==> config.mk <==
export PLATFORM = sky130hd
export DESIGN_NAME = l2_wb_addr_queue
export DESIGN_NICKNAME = d
export VERILOG_FILES = /design/src/l2_pkg.sv /design/src/l2_wb_addr_queue.sv
export SDC_FILE = /design/constraint.sdc
export NUM_CORES = 1
export LEC_CHECK = 0
export BUFFER_PORTS_ARGS = -buffer_cell sky130_fd_sc_hd__buf_2
export CORE_ASPECT_RATIO = 0.75
export CORE_MARGIN = 2
export CORE_UTILIZATION = 50
export CTS_CLUSTER_DIAMETER = 30
export DETAILED_ROUTE_END_ITERATION = 6
export GPL_ROUTABILITY_DRIVEN = 0
export MAX_ROUTING_LAYER = met4
export PLACE_DENSITY = 0.67
export SLEW_MARGIN = 20
export SYNTH_ARGS = -nofsm -noshare
export SYNTH_HDL_FRONTEND = slang
export SYNTH_SLANG_ARGS = --single-unit
==> constraint.sdc <==
create_clock -name rclk -period 2.45 [get_ports rclk]
set_input_delay 0.245 -clock rclk [delete_from_list [all_inputs] [get_ports rclk]]
set_output_delay 0.245 -clock rclk [all_outputs]
set_load 0.02 [all_outputs]
==> src/l2_pkg.sv <==
`default_nettype none

package l2_pkg;

   ////////////////////////////////////////
   // physical address geometry
   ////////////////////////////////////////

   localparam int l2_addr_w   = 40;
   localparam int l2_tag_w    = 22;
   localparam int l2_idx_w    = 10;
   // byte offset within a 64 byte line
   localparam int l2_line_lsb = 6;
   // two sub-line bits sit between offset and set index
   localparam int l2_sub_w    = 2;
   localparam int l2_idx_lsb  = l2_line_lsb + l2_sub_w;
   localparam int l2_tag_lsb  = l2_idx_lsb + l2_idx_w;
   // dram addresses are in 32 byte units
   localparam int l2_dram_lsb = 5;
   localparam int l2_sets     = 1 << l2_idx_w;

   // field view of a physical address, msb first
   typedef struct packed {
      logic [l2_tag_w-1:0]    tag;
      logic [l2_idx_w-1:0]    idx;
      logic [l2_sub_w-1:0]    sub;
      logic [l2_line_lsb-1:0] off;
   } l2_addr_fields_t;

   // same 40 bits seen as a flat vector or as named fields
   typedef union packed {
      logic [l2_addr_w-1:0] raw;
      l2_addr_fields_t      f;
   } l2_addr_u;

endpackage

`default_nettype wire

==> src/l2_wb_addr_queue.sv <==
`timescale 1ns/1ps
`default_nettype none

module l2_wb_addr_queue #(
   parameter int WB_DEPTH = 4
) (
   input  logic                                            rclk,
   input  logic                                            reset,
   // push side, evicted line from c4
   input  logic                                            arbctl_evict_c4,
   input  logic [l2_pkg::l2_addr_w-1:0]                    wb_write_addr,
   // pop side, drain toward dram
   input  logic                                            wb_pop,
   input  logic                                            rdma_wr_req,
   output logic [l2_pkg::l2_addr_w-1:l2_pkg::l2_line_lsb]  wb_read_data,
   output logic                                            wbctl_wr_addr_sel,
   output logic                                            wb_or_rdma_wr_req_en,
   output logic                                            wb_empty
);
   import l2_pkg::*;

   localparam int PTR_W = (WB_DEPTH > 1) ? $clog2(WB_DEPTH) : 1;
   localparam int CNT_W = $clog2(WB_DEPTH + 1);

   logic [l2_addr_w-1:l2_line_lsb] wb_mem [WB_DEPTH];
   logic [PTR_W-1:0]               wr_ptr;
   logic [PTR_W-1:0]               rd_ptr;
   logic [CNT_W-1:0]               count;
   logic                           wb_full;

   // wrap for depths that are not a power of two
   function automatic logic [PTR_W-1:0] ptr_next(input logic [PTR_W-1:0] p);
      ptr_next = (p == PTR_W'(WB_DEPTH - 1)) ? '0 : p + PTR_W'(1);
   endfunction

   ////////////////////////////////////////
   // circular fifo
   ////////////////////////////////////////

   // only the line address is kept
   always_ff @(posedge rclk) begin
      if (arbctl_evict_c4) begin
         wb_mem[wr_ptr] <= wb_write_addr[l2_addr_w-1:l2_line_lsb];
      end
   end

   always_ff @(posedge rclk) begin
      if (reset) begin
         wr_ptr <= '0;
         rd_ptr <= '0;
         count  <= '0;
      end else begin
         if (arbctl_evict_c4)
            wr_ptr <= ptr_next(wr_ptr);
         if (wb_pop)
            rd_ptr <= ptr_next(rd_ptr);
         // count only moves when push and pop differ
         case ({arbctl_evict_c4, wb_pop})
            2'b10:   count <= count + CNT_W'(1);
            2'b01:   count <= count - CNT_W'(1);
            default: count <= count;
         endcase
      end
   end

   assign wb_read_data = wb_mem[rd_ptr];
   assign wb_empty     = (count == '0);
   assign wb_full      = (count == CNT_W'(WB_DEPTH));

   ////////////////////////////////////////
   // dram write source select
   ////////////////////////////////////////

   // queue head has priority over rdma
   assign wbctl_wr_addr_sel    = wb_pop;
   assign wb_or_rdma_wr_req_en = wb_pop | rdma_wr_req;

   a_no_push_full: assert property (@(posedge rclk) disable iff (reset)
      arbctl_evict_c4 |-> !wb_full)
      else $error("writeback queue push while full");

   a_no_pop_empty: assert property (@(posedge rclk) disable iff (reset)
      wb_pop |-> !wb_empty)
      else $error("writeback queue pop while empty");

endmodule

`default_nettype wire

==> impl_metrics.json <==
{
  "setup_violations": 0,
  "rsz0062_at_grt": "false",
  "drc": 0,
  "hold_violations": 0,
  "finalSetupTns_ns": 0,
  "combPwrFrac_pct": 8.9,
  "worst_slack_ns": 0.196,
  "critical-path-slowest-cell": "mux4_1",
  "synth_most_common_cell": "edfxtp_1",
  "synth_cell_types": 22,
  "synthCells": 227,
  "powerDensity_nw_per_um2": 881,
  "yosys_warnings": 0,
  "crit_family": "multiplexers",
  "numCtsBuffers": 17,
  "syn_to_final_growth_pct": 21.0,
  "crit_chain": "buf_4 > mux4_1 > buf_2",
  "period_share_pct": 92.0,
  "grt_pass1_wl_um": 14300,
  "antenna_found_initial": 1,
  "drt_iter0_drc": 256,
  "final_antenna_net_count": 0,
  "holdWs_ns": 0.0565,
  "p_int_mw": 4.52,
  "peakVddDrop_mv": 0.623,
  "cts_root_buffer": "clkbuf_16",
  "max_cap_viol_count": 0,
  "p_seq_share_pct": 49.6,
  "slew_headroom_pct": 67.8,
  "nNetsFinal": 371,
  "crit_fanout": 9,
  "endpoint_kind": "output port",
  "syn_area_per_cell_um2": 23.8,
  "slowest_delay_ns": 0.59,
  "cp_data_required_time_ns": 2.20,
  "coreArea_um2": 10400,
  "p_sw_share_pct": 21.7,
  "pin_count": 82,
  "grt_overflow": 0,
  "hpwl_um": 5680,
  "htree_levels": 4,
  "clockBufferDepth": 2,
  "synth_area_leaders": "edfxtp_1, mux4_2, dfxtp_1",
  "status": "complete, no violations",
  "num_rows": 32,
  "critical_path_buf_inv_count": 2,
  "ys_seq_elements": 145,
  "place_ws_ns": 0.574,
  "cts.clk_slew.worst_paths_ns": 0.06,
  "fmax_mhz": 444,
  "p_leak_nw": 2.27,
  "synth-seq-area-share_pct": 78.8,
  "cts_tree": "built",
  "grt_max_degree": 26,
  "synth_fp_nets": 279,
  "synth_edf_count": 136,
  "worst_pin_slew_ns": 0.483,
  "synth_top_area_cell": "edfxtp_1",
  "die-width_um": 124,
  "via_count": 2492,
  "hold_buffers": 0,
  "track_usage_pct": 18.0,
  "setup.worst_path.start_class": "flip-flop",
  "timing.final.crit_period_ns": 2.25,
  "port_buffers": 75,
  "via_per_inst": 5.31,
  "drt_pass1_iterations": 4,
  "drv_slew": 0,
  "cts_setup_buffers": 0,
  "synth_commonest_cells": "edfxtp_1, mux4_2, dfxtp_1, inv_1, nor2_1",
  "switchingPower_mw": 1.25,
  "drive_gt1_share_pct": 43.4,
  "wirelength_um": 9220,
  "pwr-share-clk_pct": 41.5,
  "cts_resized": 0,
  "syn_area_um2": 5410,
  "arrival_ns": 2.01,
  "die_area_um2": 11700,
  "synth_top_area_share_pct": 75.5,
  "synth_ff_type": "edfxtp_1",
  "wire_per_inst_um": 19.7,
  "hp-class": "primary input to flip-flop",
  "fp.dieH_um": 94.1,
  "worst_skew_pair.late_latency_ns": 0.40,
  "clock_sinks": 145,
  "critPathKind": "flip-flop to output port",
  "clock_skew_ns": 0.00530,
  "grt_pass1_vias": 2597,
  "start_util_pct": 52.0,
  "async_reset_ff_share_pct": 0
}
[power by group through the flow]
stage | Clock [mW] | Combinational [mW] | Sequential [mW]
after floorplan | 0 | 0.350 | 2.89
after global placement | 0 | 0.514 | 2.91
after detailed placement | 0 | 0.526 | 2.92
after CTS | 2.44 | 0.528 | 2.87
after global routing | 2.56 | 0.561 | 2.87
final | 2.39 | 0.516 | 2.86
[registers in the layout, indices dropped and copies added (netlist names), named ones only]
| signal | cells |
|---|---|
| rd_ptr | 2 |
| wb_mem | 136 |
| count | 3 |
| wr_ptr | 2 |
[cells by family (layout without fill, tap and decap cells)]
logic type | Yosys count | count (layout) | synth area share, %
AOI/OAI and AO/OA | 5 | 5 | 0.462
xor gates and xnor gates | 2 | 2 | 0.324
adders and majority gates | 7 | 7 | 1.76
buffers and inverters | 16 | 121 | 2.29
DFF | 145 | 145 | 78.8
muxes | 36 | 36 | 14.8
other | 0 | 1 | 0
and+or+nand+nor | 16 | 16 | 1.55
[through the flow]
step                power [mW]  util [%]  cells  instance area (um^2)
floorplan                 3.24         -    227                  5410
global placement          3.42      57.6    436                  5990
detailed placement        3.44      57.6    436                  5990
CTS                       5.84      62.9    468                  6550
global route              5.99      62.9    469                  6550
finish                    5.77      62.9    469                  6550
[layout by cell type (no fill, tap or decap), types with 5 or more instances in the layout]
cell type / synthesis / routed
mux4_2: 30 / 30
clkbuf_16: 0 / 17
inv_1: 7 / 7
buf_12: 3 / 6
clkinv_1: 0 / 5
dfxtp_1: 9 / 7
buf_2: 3 / 75
edfxtp_1: 136 / 136
ha_1: 6 / 6
nor2_1: 7 / 7
[worst paths after layout]
| check | from | end | slack (ns) | cells past startpoint |
|---|---|---|---|---|
| max | flip-flop | wb_read_data[31] | 0.20 | 3 |
| min | wb_write_addr[22] | wb_mem[2][16] | 0.06 | 1 |
| max reg2reg | wr_ptr[0] | wb_mem[3][14] | 0.84 | 3 |
| min reg2reg | count[2] | count[2] | 0.51 | 2 |
[routing by layer]
| layer | share of wire [%] | vias to the layer above | global-route usage (%) | wire length, um |
|---|---|---|---|---|
| met5 | 0 | - | - | 0 |
| met4 | 0.67 | 0 | 7.87 | 62 |
| met3 | 6.9 | 5 | 6.01 | 637 |
| met2 | 48 | 62 | 26.1 | 4470 |
| met1 | 44 | 1292 | 23.4 | 4050 |
| li1 | - | 1133 | - | - |
[final cells by class]
class | count | area [um^2]
well taps | 136 | 170
flip-flops and latches | 145 | 4270
inverters | 7 | 26.3
fillers | 725 | 3860
multi-input cells | 66 | 1030
diodes | 1 | 2.50
clock buffers | 19 | 433
repair buffers | 82 | 503
clock inverters | 13 | 120
(Power assumes the default switching activity.)
