===== src/l2_pkg.sv =====
`default_nettype none

package l2_pkg;

   ////////////////////////////////////////
   // physical address geometry
   ////////////////////////////////////////

   localparam int l2_addr_w   = 40;
   localparam int l2_tag_w    = 22;
   localparam int l2_idx_w    = 10;
   // byte offset within a 64 byte line
   localparam int l2_line_lsb = 6;
   // two sub-line bits sit between offset and set index
   localparam int l2_sub_w    = 2;
   localparam int l2_idx_lsb  = l2_line_lsb + l2_sub_w;
   localparam int l2_tag_lsb  = l2_idx_lsb + l2_idx_w;
   // dram addresses are in 32 byte units
   localparam int l2_dram_lsb = 5;
   localparam int l2_sets     = 1 << l2_idx_w;

   // field view of a physical address, msb first
   typedef struct packed {
      logic [l2_tag_w-1:0]    tag;
      logic [l2_idx_w-1:0]    idx;
      logic [l2_sub_w-1:0]    sub;
      logic [l2_line_lsb-1:0] off;
   } l2_addr_fields_t;

   // same 40 bits seen as a flat vector or as named fields
   typedef union packed {
      logic [l2_addr_w-1:0] raw;
      l2_addr_fields_t      f;
   } l2_addr_u;

endpackage

`default_nettype wire


===== src/l2_miss_addr_buf.sv =====
`timescale 1ns/1ps
`default_nettype none

module l2_miss_addr_buf #(
   parameter int MB_ENTRIES = 8
) (
   input  logic                            rclk,
   input  logic                            reset,
   // write port from the c2 lookup stage
   input  logic                            mb_wr_en,
   input  logic [$clog2(MB_ENTRIES)-1:0]   mb_wr_id,
   input  logic [l2_pkg::l2_addr_w-1:0]    mb_wr_addr,
   // read port picked by entry id
   input  logic [$clog2(MB_ENTRIES)-1:0]   mb_rd_id,
   output logic [l2_pkg::l2_addr_w-1:0]    mb_read_data
);
   import l2_pkg::*;

   ////////////////////////////////////////
   // miss address storage
   ////////////////////////////////////////

   logic [l2_addr_w-1:0] mb_mem [MB_ENTRIES];

   // one write per cycle
   always_ff @(posedge rclk) begin
      if (mb_wr_en) begin
         mb_mem[mb_wr_id] <= mb_wr_addr;
      end
   end

   // flow through read that the arbiter flops downstream
   assign mb_read_data = mb_mem[mb_rd_id];

   ////////////////////////////////////////
   // id range checks
   ////////////////////////////////////////

   // ids come from the miss buffer control and must name a real entry
   a_wr_id_range: assert property (@(posedge rclk) disable iff (reset)
      mb_wr_en |-> (int'(mb_wr_id) < MB_ENTRIES))
      else $error("miss buffer write id %0d out of range", mb_wr_id);

   // read id is sampled whenever it is driven to a known value
   a_rd_id_range: assert property (@(posedge rclk) disable iff (reset)
      !$isunknown(mb_rd_id) |-> (int'(mb_rd_id) < MB_ENTRIES))
      else $error("miss buffer read id %0d out of range", mb_rd_id);

endmodule

`default_nettype wire


===== config.mk =====
export PLATFORM = sky130hd
export DESIGN_NAME = l2_miss_addr_buf
export DESIGN_NICKNAME = d
export VERILOG_FILES = /design/src/l2_pkg.sv /design/src/l2_miss_addr_buf.sv
export SDC_FILE = /design/constraint.sdc
export NUM_CORES = 1
export LEC_CHECK = 0
export BUFFER_PORTS_ARGS = -buffer_cell sky130_fd_sc_hd__buf_4
export CAP_MARGIN = 20
export CORE_MARGIN = 2
export CORE_UTILIZATION = 40
export DETAILED_ROUTE_END_ITERATION = 10
export GPL_ROUTABILITY_DRIVEN = 0
export SYNTH_ARGS = -nofsm -noshare
export SYNTH_HDL_FRONTEND = slang
export SYNTH_SLANG_ARGS = --single-unit

===== constraint.sdc =====
create_clock -name rclk -period 6.9 [get_ports rclk]
set_clock_uncertainty 0.1 [all_clocks]
set_input_delay 1.38 -clock rclk [delete_from_list [all_inputs] [get_ports rclk]]
set_output_delay 1.38 -clock rclk [all_outputs]
set_load 0.03 [all_outputs]

==> reports/metrics.cfg, run 1 <==
[routing]
top_layer = met4
met3_length_um = 990
drc = 0
dr.first_iter.drc_count = 342
met1_length_um = 9870
totalWireLength_um = 23200
detail-route-antenna-nets = 0
dr.pass1.iters = 4
routed_via_density = 5.26
wl_met2_um = 11900
post_drt_wl_per_cell_um = 23.1
routed-via-count = 5280

[global_routing]
grt.total_usage_pct = 14.3
antenna_found_initial = 0
grt-ovfl-total = 0
grt_pass1_wl_um = 34500
grt_pass1_vias = 5683
grt_max_degree = 81

[cts]
cts_sinks = 320
cts.path.max_buffers = 3
htree_levels = 2
clk_pin_slew_worst_paths_ps = 60
root_buffer = clkbuf_16
cts_made_buffers = 34
cts_resized = 0
postCtsSetupBuffers = 0
cts_hold_buf = 0
cts_tree = built

[timing]
maxSlewViolCount = 0
finalSetupTns_ps = 0
hold_viol_final = 0
setup_viol = 0
slew_headroom_pct = 27.8
period_share_pct = 73.8
fmax_mhz = 196
layout_setup_ws_ps = 1810
finalCriticalPeriod_ps = 5090
worst_pin_slew_ps = 1080
rsz0062_at_grt = no

[status]
outcome = finished, final reports clean

[placed_design]
post-place-ws_ps = 1770
dpl.cell_count = 946
io_buffers = 87
dp_hpwl_um = 11500
placed_area_um2 = 13500

[pwr]
p_leak_nw = 4.91
p_total_mw = 4.22
max-vdd-ir-drop_mv = 0.176
power_density_nw_per_um2 = 290

[setup_path]
cp_slowest_cell = buf_4
arrival_ps = 3610
worst-path-buf-inv = 3
cp_max_fo = 59
timing.critical_path.slowest_cell_delay_ps = 740
worstSetupPathType = primary input to primary output
end_kind = primary output
worstPathRequired_ps = 5420
startpoint = mb_rd_id[0]
startpoint_type = primary input
crit_chain = buf_4 -> buf_4 -> mux4_1 -> mux2_2 -> buf_4
crit_family = buffers and inverters
cpMostUsedCell = buf_4

[synth]
syn-mean-instance-area_um2 = 26.0
syn-num-nets = 524
synth-seq-cells = 320
ys_types = 9
yosysSeqAreaShare_pct = 77.7
syn_area_um2 = 12400
syn_inst = 475
yosysWarnings = 0

[cells_and_area]
nets = 635
fillers = 2456
antenna_cells = 0
largest-register = mb_mem
instances_no_fill = 1003
drive_gt1_share_pct = 30.8
reg_top3 = mb_mem (320)
design_area_um2 = 14600
synthToLayoutAreaGrowth_pct = 17.6
largest_reg_flops = 320

[floorplanning]
ios = 89
core_region_area_um2 = 30500
placementRows = 64
dieHeight_um = 180
start_util_pct = 40.5
die_area_um2 = 32300
die_x_um = 180

[worst_hold_path]
hold_path_class = primary input to flip-flop
worstHoldStart = mb_wr_addr[25]

[flow_run]
drv_cap = 0

-- where the power goes --
part           leakage, nW  internal, mW  switching (mW)
clock network        0.507          1.04           0.676
registers             2.91          2.21          0.0117
logic                 1.49         0.127           0.164
total                 4.91          3.37           0.851
-- cells in the mapped netlist, drive strengths merged --
library cell | instances | area share, %
nand2b | 3 | 0.15
nor3 | 2 | 0.081
edfxtp | 320 | 78
nand2 | 2 | 0.061
clkbuf | 13 | 0.39
buf | 9 | 0.82
mux2 | 40 | 3.6
mux4 | 80 | 17
nor2 | 6 | 0.18
-- placed cells by master (no fill, tap or decap), drive strengths merged --
cell type	synthesis	layout
mux2	40	40
nor2	6	6
nand2b	3	3
buf	9	97
mux4	80	80
bufinv	0	3
clkinv	0	9
clkinvlp	0	1
nor3	2	2
edfxtp	320	320
clkbuf	13	43
inv	0	1
nand2	2	2
-- layout make-up --
| type | instances | area [um2] | area share [%] |
|---|---|---|---|
| clock buffer | 43 | 906 | 6.23 |
| multi-input combinational | 133 | 2670 | 18.3 |
| tap | 396 | 495 | 3.40 |
| clock inverter | 14 | 146 | 1.01 |
| timing repair buffer | 97 | 728 | 5.00 |
| sequential | 320 | 9610 | 66.0 |
-- path summary, 6_finish.rpt --
kind,endpoint,cells past startpoint
setup / recovery,mb_read_data[6],5
hold / removal,mb_mem[2][25]$_DFFE_PP_,1
-- logic make-up after synthesis --
| kind of cell | count (synthesis) | synth area share (%) |
|---|---|---|
| buffers and inverters | 22 | 1.21 |
| and+or+nand+nor | 13 | 0.475 |
| muxes | 120 | 20.6 |
| DFF | 320 | 77.7 |
-- routing by layer --
layer	up-vias	GRT usage (%)
met4	0	4.00
met5	-	0
li1	2344	-
met3	32	2.96
met2	99	24.7
met1	2805	18.4
-- metrics by stage --
step                hold slack (ps)  util [%]
global route                   1000      47.7
finish                         1010      47.7
CTS                             990      47.7
detailed placement             1510      44.2
global placement               1500      44.2
floorplan                      1380         -
Power figures use the tool's default switching activity.
==> run 2: changes to the inputs <==
==> constraint.sdc (replaced) <==
create_clock -name rclk -period 4.5 [get_ports rclk]
set_clock_uncertainty 0.1 [all_clocks]
set_input_delay 0.9 -clock rclk [delete_from_list [all_inputs] [get_ports rclk]]
set_output_delay 0.9 -clock rclk [all_outputs]
set_load 0.03 [all_outputs]
==> reports/metrics.cfg, run 2 (synthesis results as in run 1) <==
[cells_and_area]
layout_common_cells = 320 x edfxtp_1, 98 x buf_4, 80 x mux4_1
design_area_um2 = 14700  ; +0.81%
largest-register = mb_mem
post-route-util_pct = 48.1  ; +0.39 points
synthToLayoutAreaGrowth_pct = 18.6
antenna_cells = 0  ; unchanged
drive_gt1_share_pct = 31.8  ; +0.95 points
reg_top3 = mb_mem (320)
nets = 640  ; +0.79%
largest_reg_flops = 320  ; unchanged
layout_commonest_cell = edfxtp_1

[cts]
htree_levels = 2  ; unchanged
cts_tree = built
postCtsSetupBuffers = 0  ; unchanged
cts.path.max_buffers = 3  ; unchanged
cts_hold_buf = 0  ; unchanged
clk_pin_slew_worst_paths_ps = 60  ; about the same
root_buffer = clkbuf_16
cts_sinks = 320  ; unchanged
cts_made_buffers = 34  ; unchanged
cts_resized = 0  ; unchanged

[pwr]
p_leak_nw = 4.97  ; +1.4%
power_density_nw_per_um2 = 446  ; +54%
clockPowerShare_pct = 41.1  ; +0.5 points
p_int_mw = 5.23  ; +55%
p_total_mw = 6.54  ; +55%
p_seq_share_pct = 52.0  ; -0.5 points
p_sw_mw = 1.31  ; +54%
power_frac_comb_pct = 6.9  ; about the same
max-vdd-ir-drop_mv = 0.254  ; +44%
swShare_pct = 20.1  ; -0.096 points

[setup_path]
worstPathRequired_ps = 3500  ; -1920 ps
arrival_ps = 2690  ; -920 ps
end_kind = primary output
cp_slowest_cell = mux4_1
cpMostUsedCell = buf_4
startpoint_type = primary input
cp_max_fo = 19  ; -68%
crit_chain = buf_4 -> buf_4 -> mux4_1 -> mux2_2 -> buf_4
timing.critical_path.slowest_cell_delay_ps = 600  ; -140 ps
worstSetupPathType = primary input to primary output
startpoint = mb_rd_id[0]

[timing]
maxSlewViolCount = 0  ; unchanged
setup_viol = 0  ; unchanged
finalCriticalPeriod_ps = 3690
worst_pin_slew_ps = 818  ; -265 ps
fmax_mhz = 271
finalSetupTns_ps = 0  ; unchanged
slew_headroom_pct = 45.3  ; +18 points
hold_viol_final = 0  ; unchanged
rsz0062_at_grt = no
period_share_pct = 82.1

[placed_design]
io_buffers = 87  ; unchanged
dp_hpwl_um = 12800  ; +12%
placed_area_um2 = 13600  ; +0.65%

[routing]
dr.pass1.iters = 4  ; unchanged
totalWireLength_um = 23400  ; +0.71%
routed_via_density = 5.19  ; -1.5%
detail-route-antenna-nets = 0  ; unchanged
post_drt_wl_per_cell_um = 23.1  ; about the same
dr.first_iter.drc_count = 329  ; -3.8%
drc = 0  ; unchanged
routed-via-count = 5238  ; -0.80%

[status]
outcome = finished, final reports clean

[global_routing]
antenna_found_initial = 0  ; unchanged
grt_max_degree = 46  ; -43%
grt_pass1_wl_um = 35200  ; +2.0%
grt_pass1_vias = 5622  ; -1.1%
grt.total_usage_pct = 14.6  ; +0.31 points
grt-ovfl-total = 0  ; unchanged

[floorplanning]
placementRows = 64  ; unchanged
die_x_um = 180  ; unchanged
dieHeight_um = 180  ; unchanged
ios = 89  ; unchanged
core_region_area_um2 = 30500  ; unchanged
die_area_um2 = 32300  ; unchanged
start_util_pct = 40.5  ; unchanged

[flow_run]
drv_cap = 0  ; unchanged

[worst_hold_path]
worstHoldStart = mb_wr_addr[32]
hold_path_class = primary input to flip-flop

## run 2: cell types whose count changed in the layout (fill, tap and decap cells not counted), sizes merged
cell / change
bufinv: +1
clkinvlp: -1
clkbuf: -1
clkinv: +3
buf: +5
## run 2: final timing paths
check / end / slack (ps) / depth (start not counted)
setup / recovery: mb_read_data[15] / 810 / 5
hold / removal: mb_mem[3][32]$_DFFE_PP_ / 530 / 1
## run 2: final cells by class
class	count	area, um2
flip-flops and latches	320	9610
well taps	396	495
clock inverters	17	180
clock buffers	42	902
fillers	2456	15800
multi-input cells	133	2670
repair buffers	102	816
## run 2: power by group through the flow
stage,Clock (mW),Combinational [mW],Sequential [mW]
3_5_place_dp,0,0.463,3.46
5_1_grt,2.88,0.484,3.41
3_3_place_gp,0,0.453,3.46
2_1_floorplan,0,0.272,3.46
6_report,2.69,0.452,3.40
4_1_cts,2.76,0.465,3.40
## run 2: worst max-delay path, delay by kind of cell
kind / cells / cell delay (ps)
buf+inv: 3 / 860
mux: 2 / 910
## run 2: metrics by stage
step,cells,hold slack (ps),worst slack (ps)
3_5_place_dp,951,1030,766
6_report,1010,529,806
3_3_place_gp,951,1020,797
2_1_floorplan,475,899,91.0
5_1_grt,1010,518,749
4_1_cts,1010,511,772
## run 2: layer usage
metal / vias up / share of wire [%] / GRT usage, %
met5: - / 0 / 0
met4: 0 / 1.8 / 3.87
met3: 33 / 4.5 / 2.71
met2: 117 / 51 / 25.1
met1: 2731 / 43 / 19.2
li1: 2357 / - / -
