--- src/l2_pkg.sv ---
`default_nettype none

package l2_pkg;

   ////////////////////////////////////////
   // physical address geometry
   ////////////////////////////////////////

   localparam int l2_addr_w   = 40;
   localparam int l2_tag_w    = 22;
   localparam int l2_idx_w    = 10;
   // byte offset within a 64 byte line
   localparam int l2_line_lsb = 6;
   // two sub-line bits sit between offset and set index
   localparam int l2_sub_w    = 2;
   localparam int l2_idx_lsb  = l2_line_lsb + l2_sub_w;
   localparam int l2_tag_lsb  = l2_idx_lsb + l2_idx_w;
   // dram addresses are in 32 byte units
   localparam int l2_dram_lsb = 5;
   localparam int l2_sets     = 1 << l2_idx_w;

   // field view of a physical address, msb first
   typedef struct packed {
      logic [l2_tag_w-1:0]    tag;
      logic [l2_idx_w-1:0]    idx;
      logic [l2_sub_w-1:0]    sub;
      logic [l2_line_lsb-1:0] off;
   } l2_addr_fields_t;

   // same 40 bits seen as a flat vector or as named fields
   typedef union packed {
      logic [l2_addr_w-1:0] raw;
      l2_addr_fields_t      f;
   } l2_addr_u;

endpackage

`default_nettype wire

--- src/l2_evict_addr_dp.sv ---
`timescale 1ns/1ps
`default_nettype none

module l2_evict_addr_dp (
   input  logic                                            rclk,
   input  logic                                            reset,
   // lookup address from the arbiter
   input  logic [l2_pkg::l2_addr_w-1:0]                    arbdp_cam_addr_px2,
   input  logic                                            sehold,
   // miss buffer and fill buffer read ports
   input  logic [l2_pkg::l2_addr_w-1:0]                    mb_read_data,
   input  logic [l2_pkg::l2_addr_w-1:0]                    fb_read_data,
   input  logic                                            mbctl_arb_l2rd_en,
   input  logic                                            fbctl_arb_l2rd_en,
   input  logic                                            mbctl_arb_dramrd_en,
   input  logic                                            mux1_mbsel_px1,
   // write address sources
   input  logic [l2_pkg::l2_addr_w-1:l2_pkg::l2_line_lsb]  wb_read_data,
   input  logic [l2_pkg::l2_addr_w-1:l2_pkg::l2_line_lsb]  rdma_read_data,
   input  logic                                            wbctl_wr_addr_sel,
   input  logic                                            wb_or_rdma_wr_req_en,
   // evicted tag and evict strobe at c4
   input  logic [l2_pkg::l2_tag_w-1:0]                     tagdp_evict_tag_c4,
   input  logic                                            arbctl_evict_c4,
   output logic [l2_pkg::l2_addr_w-1:0]                    evicttag_addr_px2,
   output logic [l2_pkg::l2_addr_w-1:l2_pkg::l2_idx_lsb]   lkup_addr_c1,
   output logic [l2_pkg::l2_addr_w-1:0]                    mb_write_addr,
   output logic [l2_pkg::l2_idx_w-1:0]                     vuad_idx_c3,
   output logic [l2_pkg::l2_addr_w-1:0]                    wb_write_addr,
   output logic [l2_pkg::l2_addr_w-1:l2_pkg::l2_line_lsb]  evict_addr,
   output logic [l2_pkg::l2_addr_w-1:l2_pkg::l2_dram_lsb]  sctag_dram_addr
);
   import l2_pkg::*;

   logic [l2_addr_w-1:0]           mbf_addr_px2;
   logic [l2_addr_w-1:0]           fbf_addr_px2;
   logic                           mux1_mbsel_px2;
   logic [l2_addr_w-1:l2_dram_lsb] dram_read_addr;
   logic [l2_addr_w-1:l2_line_lsb] dram_wr_addr;
   logic [l2_addr_w-1:l2_line_lsb] evict_rd_data;
   logic                           dram_pick_d2;
   l2_addr_u                       inst_addr_c1;
   l2_addr_u                       inst_addr_c2;
   l2_addr_u                       inst_addr_c3;
   l2_addr_u                       inst_addr_c4;
   l2_addr_u                       evict_addr_c4;

   ////////////////////////////////////////
   // px2 arbitration mux between mb and fb
   ////////////////////////////////////////

   // each copy only loads on its own read strobe
   always_ff @(posedge rclk) begin
      if (reset) begin
         mbf_addr_px2   <= '0;
         fbf_addr_px2   <= '0;
         mux1_mbsel_px2 <= 1'b0;
      end else begin
         if (mbctl_arb_l2rd_en)
            mbf_addr_px2 <= mb_read_data;
         if (fbctl_arb_l2rd_en)
            fbf_addr_px2 <= fb_read_data;
         // single select flop for the whole 40 bit mux
         mux1_mbsel_px2 <= mux1_mbsel_px1;
      end
   end

   assign evicttag_addr_px2 = mux1_mbsel_px2 ? mbf_addr_px2 : fbf_addr_px2;

   ////////////////////////////////////////
   // dram read and write address flops
   ////////////////////////////////////////

   // rdma unless the wb queue is being drained
   assign evict_rd_data = wbctl_wr_addr_sel ? wb_read_data : rdma_read_data;

   always_ff @(posedge rclk) begin
      if (reset) begin
         dram_read_addr <= '0;
         dram_wr_addr   <= '0;
         dram_pick_d2   <= 1'b0;
      end else begin
         if (mbctl_arb_dramrd_en)
            dram_read_addr <= mb_read_data[l2_addr_w-1:l2_dram_lsb];
         if (wb_or_rdma_wr_req_en)
            dram_wr_addr <= evict_rd_data;
         // read wins for exactly one cycle after its strobe
         dram_pick_d2 <= mbctl_arb_dramrd_en;
      end
   end

   assign evict_addr      = dram_wr_addr;
   // write addresses are line aligned so bit 5 goes out as zero
   assign sctag_dram_addr = dram_pick_d2 ? dram_read_addr : {dram_wr_addr, 1'b0};

   ////////////////////////////////////////
   // lookup address pipeline c1 to c4
   ////////////////////////////////////////

   always_ff @(posedge rclk) begin
      if (reset) begin
         inst_addr_c1 <= '0;
         inst_addr_c2 <= '0;
         inst_addr_c3 <= '0;
         inst_addr_c4 <= '0;
      end else begin
         // sehold freezes c1 only while later stages keep moving
         if (!sehold)
            inst_addr_c1.raw <= arbdp_cam_addr_px2;
         inst_addr_c2 <= inst_addr_c1;
         inst_addr_c3 <= inst_addr_c2;
         inst_addr_c4 <= inst_addr_c3;
      end
   end

   // lookup buffer only compares tag and index
   assign lkup_addr_c1  = inst_addr_c1.raw[l2_addr_w-1:l2_idx_lsb];
   assign mb_write_addr = inst_addr_c2.raw;
   assign vuad_idx_c3   = inst_addr_c3.f.idx;

   // victim line address is old tag over the current set
   always_comb begin
      evict_addr_c4.f.tag = tagdp_evict_tag_c4;
      evict_addr_c4.f.idx = inst_addr_c4.f.idx;
      evict_addr_c4.f.sub = inst_addr_c4.f.sub;
      evict_addr_c4.f.off = '0;
   end

   assign wb_write_addr = arbctl_evict_c4 ? evict_addr_c4.raw : inst_addr_c4.raw;

   // the queue must never select wb data without also enabling the flop
   a_wr_sel_has_en: assert property (@(posedge rclk) disable iff (reset)
      wbctl_wr_addr_sel |-> wb_or_rdma_wr_req_en)
      else $error("wb address selected without write enable");

endmodule

`default_nettype wire

--- config.mk ---
export PLATFORM = sky130hd
export DESIGN_NAME = l2_evict_addr_dp
export DESIGN_NICKNAME = d
export VERILOG_FILES = /design/src/l2_pkg.sv /design/src/l2_evict_addr_dp.sv
export SDC_FILE = /design/constraint.sdc
export NUM_CORES = 1
export LEC_CHECK = 0
export BUFFER_PORTS_ARGS = -buffer_cell sky130_fd_sc_hd__buf_4
export CORE_AREA = 2 2 177 179
export DETAILED_ROUTE_END_ITERATION = 12
export DIE_AREA = 0 0 179 181
export PLACE_DENSITY = 0.66
export SLEW_MARGIN = 20
export SYNTH_ARGS = -nofsm -noshare
export SYNTH_HDL_FRONTEND = slang
export SYNTH_SLANG_ARGS = --single-unit
--- constraint.sdc ---
create_clock -name rclk -period 3.03 [get_ports rclk]
set_input_delay 0.303 -clock rclk [delete_from_list [all_inputs] [get_ports rclk]]
set_output_delay 0.303 -clock rclk [all_outputs]
set_load 0.02 [all_outputs]
==> results of run 1 <==
sequential cells by signal, indices dropped and copies added, names as in the netlist:
signal          flops
inst_addr_c4       40
mbf_addr_px2       40
dram_pick_d2        1
inst_addr_c1       40
evict_addr         34
mux1_mbsel_px2      1
dram_read_addr     35
mb_write_addr      40
fbf_addr_px2       40
inst_addr_c3       40
layer usage:
layer,part of all wire (%),global-route usage (%),vias up
met3,6.7,4.92,71
met1,41,23.2,3996
met4,3.4,7.48,0
li1,-,-,4251
met2,49,34.1,299
met5,0,0,-
final cells by class:
type | count | area (µm²) | area share [%]
timing repair buffer | 456 | 3460 | 21.6
sequential | 311 | 6230 | 38.9
tap | 396 | 495 | 3.09
multi-input combinational | 637 | 4740 | 29.6
clock buffer | 54 | 1050 | 6.55
clock inverter | 6 | 55.1 | 0.343
antenna | 1 | 2.50 | 0.0156
kinds of logic after synthesis:
kind of cell	share of synthesized area, %
flops	52.5
compound gates	2.15
buf+inv	7.42
mux	25.1
simple gates	12.8
where the power goes:
group	switching, mW	internal (mW)	total, mW
combinational	0.649	0.673	1.32
clock	1.58	2.46	4.04
sequential	0.145	4.29	4.44
worst max-delay path, stage by stage, from the launching register on:
cell     delay [ns]
dfxtp_2        0.61
buf_4          0.43
mux2_2         0.39
buf_4          0.16
synthesized netlist by cell type:
cell type	number	share of area [%]
a211oi_1	34	2.2
buf_2	43	1.8
mux2_2	96	9.1
nor2_1	189	6.0
clkbuf_1	7	0.22
buf_1	1	0.032
nor2b_1	128	6.8
buf_12	3	0.51
buf_4	75	4.8
dfxtp_1	311	53
buf_6	1	0.095
and2_1	1	0.053
mux2i_1	189	16
metrics by stage:
stage	power, mW	instances
3_5_place_dp	5.85	1800
3_3_place_gp	5.83	1800
6_report	9.80	1861
2_1_floorplan	5.27	1078
4_1_cts	9.94	1860
5_1_grt	10.2	1860
how the worst max path moves through the flow:
| stage | start | to | slack (ns) | cells past startpoint |
|---|---|---|---|---|
| after floorplan | dram_pick_d2 | sctag_dram_addr[10] | 1.66 | 3 |
| after global placement | mux1_mbsel_px2 | evicttag_addr_px2[5] | 1.15 | 3 |
| after detailed placement | mux1_mbsel_px2 | evicttag_addr_px2[14] | 1.12 | 3 |
| after CTS | mux1_mbsel_px2 | evicttag_addr_px2[14] | 0.59 | 3 |
| after global routing | mux1_mbsel_px2 | evicttag_addr_px2[9] | 0.52 | 3 |
| final | mux1_mbsel_px2 | evicttag_addr_px2[9] | 0.61 | 3 |
==> impl_metrics.tcl, run 1 <==
set metrics [dict create \
    cts.sink_count 311 \
    min_delay_worst_endpoint "mux1_mbsel_px2" \
    cts_resized 0 \
    hold_class "in -> reg" \
    synth-seq-area-share_pct 52.5 \
    grt_pass1_wl_um 49600 \
    antenna_left 0 \
    wl_per_cell_um 17.8 \
    numCtsBuffers 35 \
    syn_area_um2 11900 \
    io_pins 451 \
    num-fill-cells 2738 \
    nets 1661 \
    initial_core_util_pct 39.0 \
    coreArea_um2 30300 \
    timing.rr.end "evict_addr[24]" \
    die_h_um 181 \
    place_ws_ns 1.12 \
    final_common_cell "buf_4" \
    whs_ns 0.0345 \
    grt-ovfl-total 0 \
    port_buffers 450 \
    dieArea_um2 32400 \
    setup_viol 0 \
    clk_pin_slew_ns 0.05 \
    fmax_mhz 413 \
    drc 0 \
    wl_um 33100 \
    start_kind "register" \
    worstMarginPinSlew_ns 0.938 \
    endpoint_kind "primary output" \
    r2r_setup_slack_ns 2.23 \
    syn_avg_cell_area_um2 11.0 \
    track_usage_pct 19.7 \
    vias 8617 \
    htreeDepth 2 \
    cp.required_ns 2.73 \
    clk_latency_ns 0.49 \
    holdPathStages 2 \
    clk_path_buf_depth 3 \
    postCtsSetupBuffers 0 \
    placed_cell_area_um2 14900 \
    outcome "completed" \
    hold_viol 0 \
    cts_hold_buf 0 \
    grt_pass1_vias 8695 \
    max_cap_viol_count 0 \
    maxSlewHeadroom_pct 37.4 \
    grt_max_degree 97 \
    fin_area_um2 16000 \
    fin_skew_ns 0.0121 \
    rsz0062_at_grt "no" \
    rr_worst_depth 2 \
    cts_root_buffer "clkbuf_16" \
    syn-num-nets 1298 \
    gp_congestion 0.875 \
    period_needed_ns 2.42 \
    period_share_pct 79.8 \
    drv_slew 0 \
    post-route-util_pct 52.8 \
    rows 64 \
    critPathKind "reg -> out" \
    layout_common_cells "453 x buf_4, 309 x dfxtp_1, 189 x mux2i_1, 189 x nor2_1, 128 x nor2b_1" \
    synthCells 1078 \
    cts_tree "built" \
    min-delay-start "mux1_mbsel_px1" \
    drt_iter0_drc 346 \
    setup_tns_ns 0 \
    hpwlAfterDp_um 24100 \
    syn_to_final_growth_pct 35.3 \
    ys_seq_elements 311 \
    ys_warn_count 0 \
    cp_max_fo 24 \
    r2r_start "evict_addr[24]" \
    ir_drop_v 0.000416 \
    fp.dieW_um 179 \
    via_per_inst 4.63 \
    fin_ws_ns 0.611 \
    worst_ep_arrival_time_ns 2.12 \
    drive_gt1_share_pct 41.2 \
    p_leak_nw 7.66 \
    grt_antenna_before_repair 1 \
    p_per_area_nw_per_um2 611 \
    drt-pass1-iter-count 4 \
    synth.distinct_cells 13 \
]
Power figures use the tool's default switching activity.
==> inputs of run 2 (changes only) <==
- CORE_AREA: 2 2 177 179 -> 2 2 178 180
- DIE_AREA: 0 0 179 181 -> 0 0 180 182
- PLACE_DENSITY: 0.66 -> 0.68
- clock period: 3.03 -> 2.13 ns (I/O delays scaled with it)
==> impl_metrics.tcl, run 2 (synthesized netlist as in run 1, its figures left out) <==
set metrics [dict create \
    min-delay-start "rdma_read_data[21]" \
    hold_viol 0 \
    clk_path_buf_depth 3 \
    diodes 0 \
    period_needed_ns 1.90 \
    die_h_um 182 \
    grt_pass1_wl_um 51200 \
    grt_max_degree 69 \
    outcome "completed" \
    coreArea_um2 31000 \
    wl_per_cell_um 17.1 \
    rr_worst_depth 2 \
    postCtsSetupBuffers 0 \
    vias 9160 \
    start_kind "register" \
    wl_um 34100 \
    crit_start "dram_pick_d2" \
    multi_input_area_um2 4740 \
    htreeDepth 2 \
    fp.dieW_um 180 \
    drt_iter0_drc 257 \
    placedCellCount 1815 \
    setup_tns_ns 0 \
    maxSlewHeadroom_pct 50.1 \
    clk_pin_slew_ns 0.05 \
    power_mw 14.3 \
    drc 0 \
    nets 1792 \
    cts_resized 0 \
    worstMarginPinSlew_ns 0.748 \
    rsz0062_at_grt "no" \
    p_per_area_nw_per_um2 821 \
    port_buffers 450 \
    hold_class "in -> reg" \
    rows 65 \
    grt_pass1_vias 9204 \
    antenna_left 0 \
    cp_max_fo 30 \
    drv_slew 0 \
    r2r_start "evict_addr[27]" \
    cts_tree "built" \
    dieArea_um2 32800 \
    initial_core_util_pct 38.2 \
    num-fill-cells 2644 \
    via_per_inst 4.58 \
    final_common_cell "buf_4" \
    p_leak_nw 8.23 \
    grt-ovfl-total 0 \
    ir_drop_v 0.000781 \
    numCtsBuffers 36 \
    setup_viol 0 \
    grt_antenna_before_repair 1 \
    endpoint_kind "primary output" \
    stdcell_count 1998 \
    cts.sink_count 311 \
    hpwlAfterDp_um 24000 \
    cp.required_ns 1.92 \
    gp_congestion 0.875 \
    fmax_mhz 527 \
    syn_to_final_growth_pct 46.9 \
    io_pins 451 \
    drive_gt1_share_pct 38.3 \
    fin_skew_ns 0.00871 \
    critPathKind "reg -> out" \
    period_share_pct 89.1 \
    worst_ep_arrival_time_ns 1.68 \
    cts_root_buffer "clkbuf_16" \
    layout_common_cells "457 x buf_4, 309 x dfxtp_1, 189 x mux2i_1, 189 x nor2_1, 128 x nor2b_1" \
    seqCellArea_um2 6230 \
    r2r_setup_slack_ns 1.33 \
    worstSetupEndpoint "sctag_dram_addr[16]" \
    clk_latency_ns 0.50 \
    drt-pass1-iter-count 4 \
    timing.rr.end "evict_addr[27]" \
    track_usage_pct 19.6 \
    max_cap_viol_count 0 \
]
-- run 2: changes by cell type in the layout (fill, tap and decap cells not counted), sizes merged, moves of 2 or more --
cell,previous run,this run
clkinv,5,3
dlygate4sd3,0,121
buf,456,465
inv,0,4
-- run 2: power breakdown --
part / switching (mW) / internal, mW / leakage [nW]
Sequential: 0.185 / 6.10 / 2.55
Combinational: 1.01 / 1.12 / 5.13
Clock: 2.30 / 3.56 / 0.553
Total: 3.49 / 10.8 / 8.23
-- run 2: worst min path at each step --
| stage | endpoint | slack, ns | depth (start not counted) |
|---|---|---|---|
| after global routing | evict_addr[10] | 0.05 | 3 |
| after global placement | inst_addr_c4[27] | 0.41 | 1 |
| final | evict_addr[21] | 0.07 | 3 |
| after floorplan | mux1_mbsel_px2 | 0.34 | 1 |
| after detailed placement | inst_addr_c4[5] | 0.42 | 1 |
| after CTS | evict_addr[21] | 0.04 | 3 |
-- run 2: what timing repair did --
| action | in CTS | in global routing |
|---|---|---|
| hold buffers | 121 | 0 |
| hold endpoints to repair | 156 | 0 |
| endpoints found under the setup margin | 0 | 0 |
-- run 2: through the flow --
step           utilization, %  hold slack, ns  cell area [µm²]  setup slack, ns
2_1_floorplan               -           0.341            11900            0.848
3_3_place_gp             48.6           0.415            15100            0.783
3_5_place_dp             48.6           0.421            15100            0.744
4_1_cts                  56.2          0.0390            17400            0.202
5_1_grt                  56.2          0.0508            17400            0.167
6_report                 56.2          0.0663            17400            0.232
-- run 2: critical path, stage by stage (launching register included) --
cell and delay, ns:
dfxtp_2 0.41, buf_12 0.22, mux2_2 0.37, buf_4 0.16
-- run 2: routing by layer --
layer	wire [µm]	share of wire, %	vias to the layer above	track usage [%]
met5	18	0.053	-	0
met3	1460	4.3	65	3.65
met2	17000	50	273	34.0
li1	-	-	4522	-
met4	982	2.9	2	6.86
met1	14700	43	4298	24.3
-- run 2: cell type report --
class | instances | share of cell area [%]
sequential | 311 | 35.8
timing repair buffer | 586 | 27.6
multi-input combinational | 637 | 27.3
clock buffer | 53 | 5.84
tap | 402 | 2.89
clock inverter | 9 | 0.669
==> inputs of run 3 (changes only) <==
- clock period: 2.13 -> 1.6 ns (I/O delays scaled with it)
==> impl_metrics.tcl, run 3 (synthesized netlist as in run 1, its figures left out) <==
set metrics [dict create \
    ir_drop_v 0.000685 \
    grt-ovfl-total 0 \
    drive_gt1_share_pct 39.1 \
    port_buffers 450 \
    endpoint_kind "primary output" \
    htreeDepth 2 \
    nets 1838 \
    drt-pass1-iter-count 5 \
    power_mw 20.3 \
    numCtsBuffers 35 \
    wl_um 38100 \
    drc 0 \
    initial_core_util_pct 38.2 \
    post-route-util_pct 60.3 \
    grt_antenna_before_repair 0 \
    failed_checks "negative setup slack" \
    rsz0062_at_grt "yes" \
    worstMarginPinSlew_ns 0.472 \
    grt_max_degree 69 \
    final_common_cell "buf_4" \
    p_leak_nw 8.83 \
    grt_pass1_vias 9670 \
    cp.required_ns 1.44 \
    fp.dieW_um 180 \
    setup_viol 74 \
    antenna_left 0 \
    dieArea_um2 32800 \
    setup_tns_ns -12.15 \
    cts_tree "built" \
    clk_pin_slew_ns 0.06 \
    syn_to_final_growth_pct 57.7 \
    layout_common_cells "394 x buf_4, 309 x dfxtp_1, 189 x mux2i_1, 189 x nor2_1, 148 x dlygate4sd3_1" \
    fin_ws_ns -0.205 \
    p_per_area_nw_per_um2 1080 \
    hold_class "in -> reg" \
    fin_skew_ns 0.0104 \
    cts.sink_count 311 \
    io_pins 451 \
    via_per_inst 4.73 \
    fmax_mhz 554 \
    max_cap_viol_count 0 \
    cts_root_buffer "clkbuf_16" \
    period_share_pct 113 \
    vias 9660 \
    worst_ep_arrival_time_ns 1.64 \
    start_kind "register" \
    clk_latency_ns 0.50 \
    track_usage_pct 21.0 \
    cp_max_fo 9 \
    diodes 0 \
    coreArea_um2 31000 \
    grt_pass1_wl_um 54800 \
    clk_path_buf_depth 3 \
    drv_slew 0 \
    drt_iter0_drc 487 \
    hold_viol 0 \
    rows 65 \
    die_h_um 182 \
    gp_congestion 0.905 \
    outcome "finished, violations left" \
    hpwlAfterDp_um 24200 \
    wl_per_cell_um 18.7 \
    period_needed_ns 1.80 \
    maxSlewHeadroom_pct 68.5 \
    critPathKind "reg -> out" \
]
==> run 3: power breakdown <==
| group | switching (mW) | total [mW] | internal (mW) |
|---|---|---|---|
| combinational | 1.47 | 3.27 | 1.80 |
| sequential | 0.282 | 8.40 | 8.12 |
| clock | 3.16 | 8.61 | 5.45 |
==> run 3: cell type report <==
class                   instances  area, µm²
clock buffers                  47       1020
flip-flops and latches        311       6230
well taps                     402        503
multi-input cells             637       5000
fillers                      2422      12300
repair buffers                633       5700
clock inverters                14        235
==> run 3: final timing paths <==
check | startpoint | endpoint | slack, ns | cells after the start
worst max-delay path | dram_pick_d2 | sctag_dram_addr[8] | -0.20 | 3
worst min-delay path | rdma_read_data[18] | evict_addr[18] | 0.02 | 3
worst max register to register | evict_addr[28] | evict_addr[28] | 0.70 | 2
worst min register to register | inst_addr_c3[19] | inst_addr_c4[19] | 0.43 | 1
==> run 3: critical path: stages, from the launching register on <==
cell and delay [ns]:
dfxtp_4 0.41, clkbuf_16 0.21, mux2_2 0.35, buf_4 0.16
==> run 3: what timing repair did <==
item	CTS	global route
resized for setup	79	65
gates cloned	2	7
hold endpoints to repair	172	0
hold buffers	148	0
setup endpoints to repair	74	74
setup buffers	0	4
==> run 3: metrics by stage <==
stage	instances	hold WS (ns)	cell area [µm²]	worst slack [ns]
floorplan	1078	0.288	11900	0.371
global placement	1822	0.388	15200	0.345
detailed placement	1822	0.398	15200	0.304
CTS	2033	0.000399	18300	-0.225
global route	2044	0.00991	18700	-0.244
finish	2044	0.0196	18700	-0.205
==> run 3: routing by layer <==
layer	GRT usage, %	wire (µm)
met1	26.7	15900
met2	35.0	18700
met3	4.25	2140
met4	8.46	1390
met5	0	0
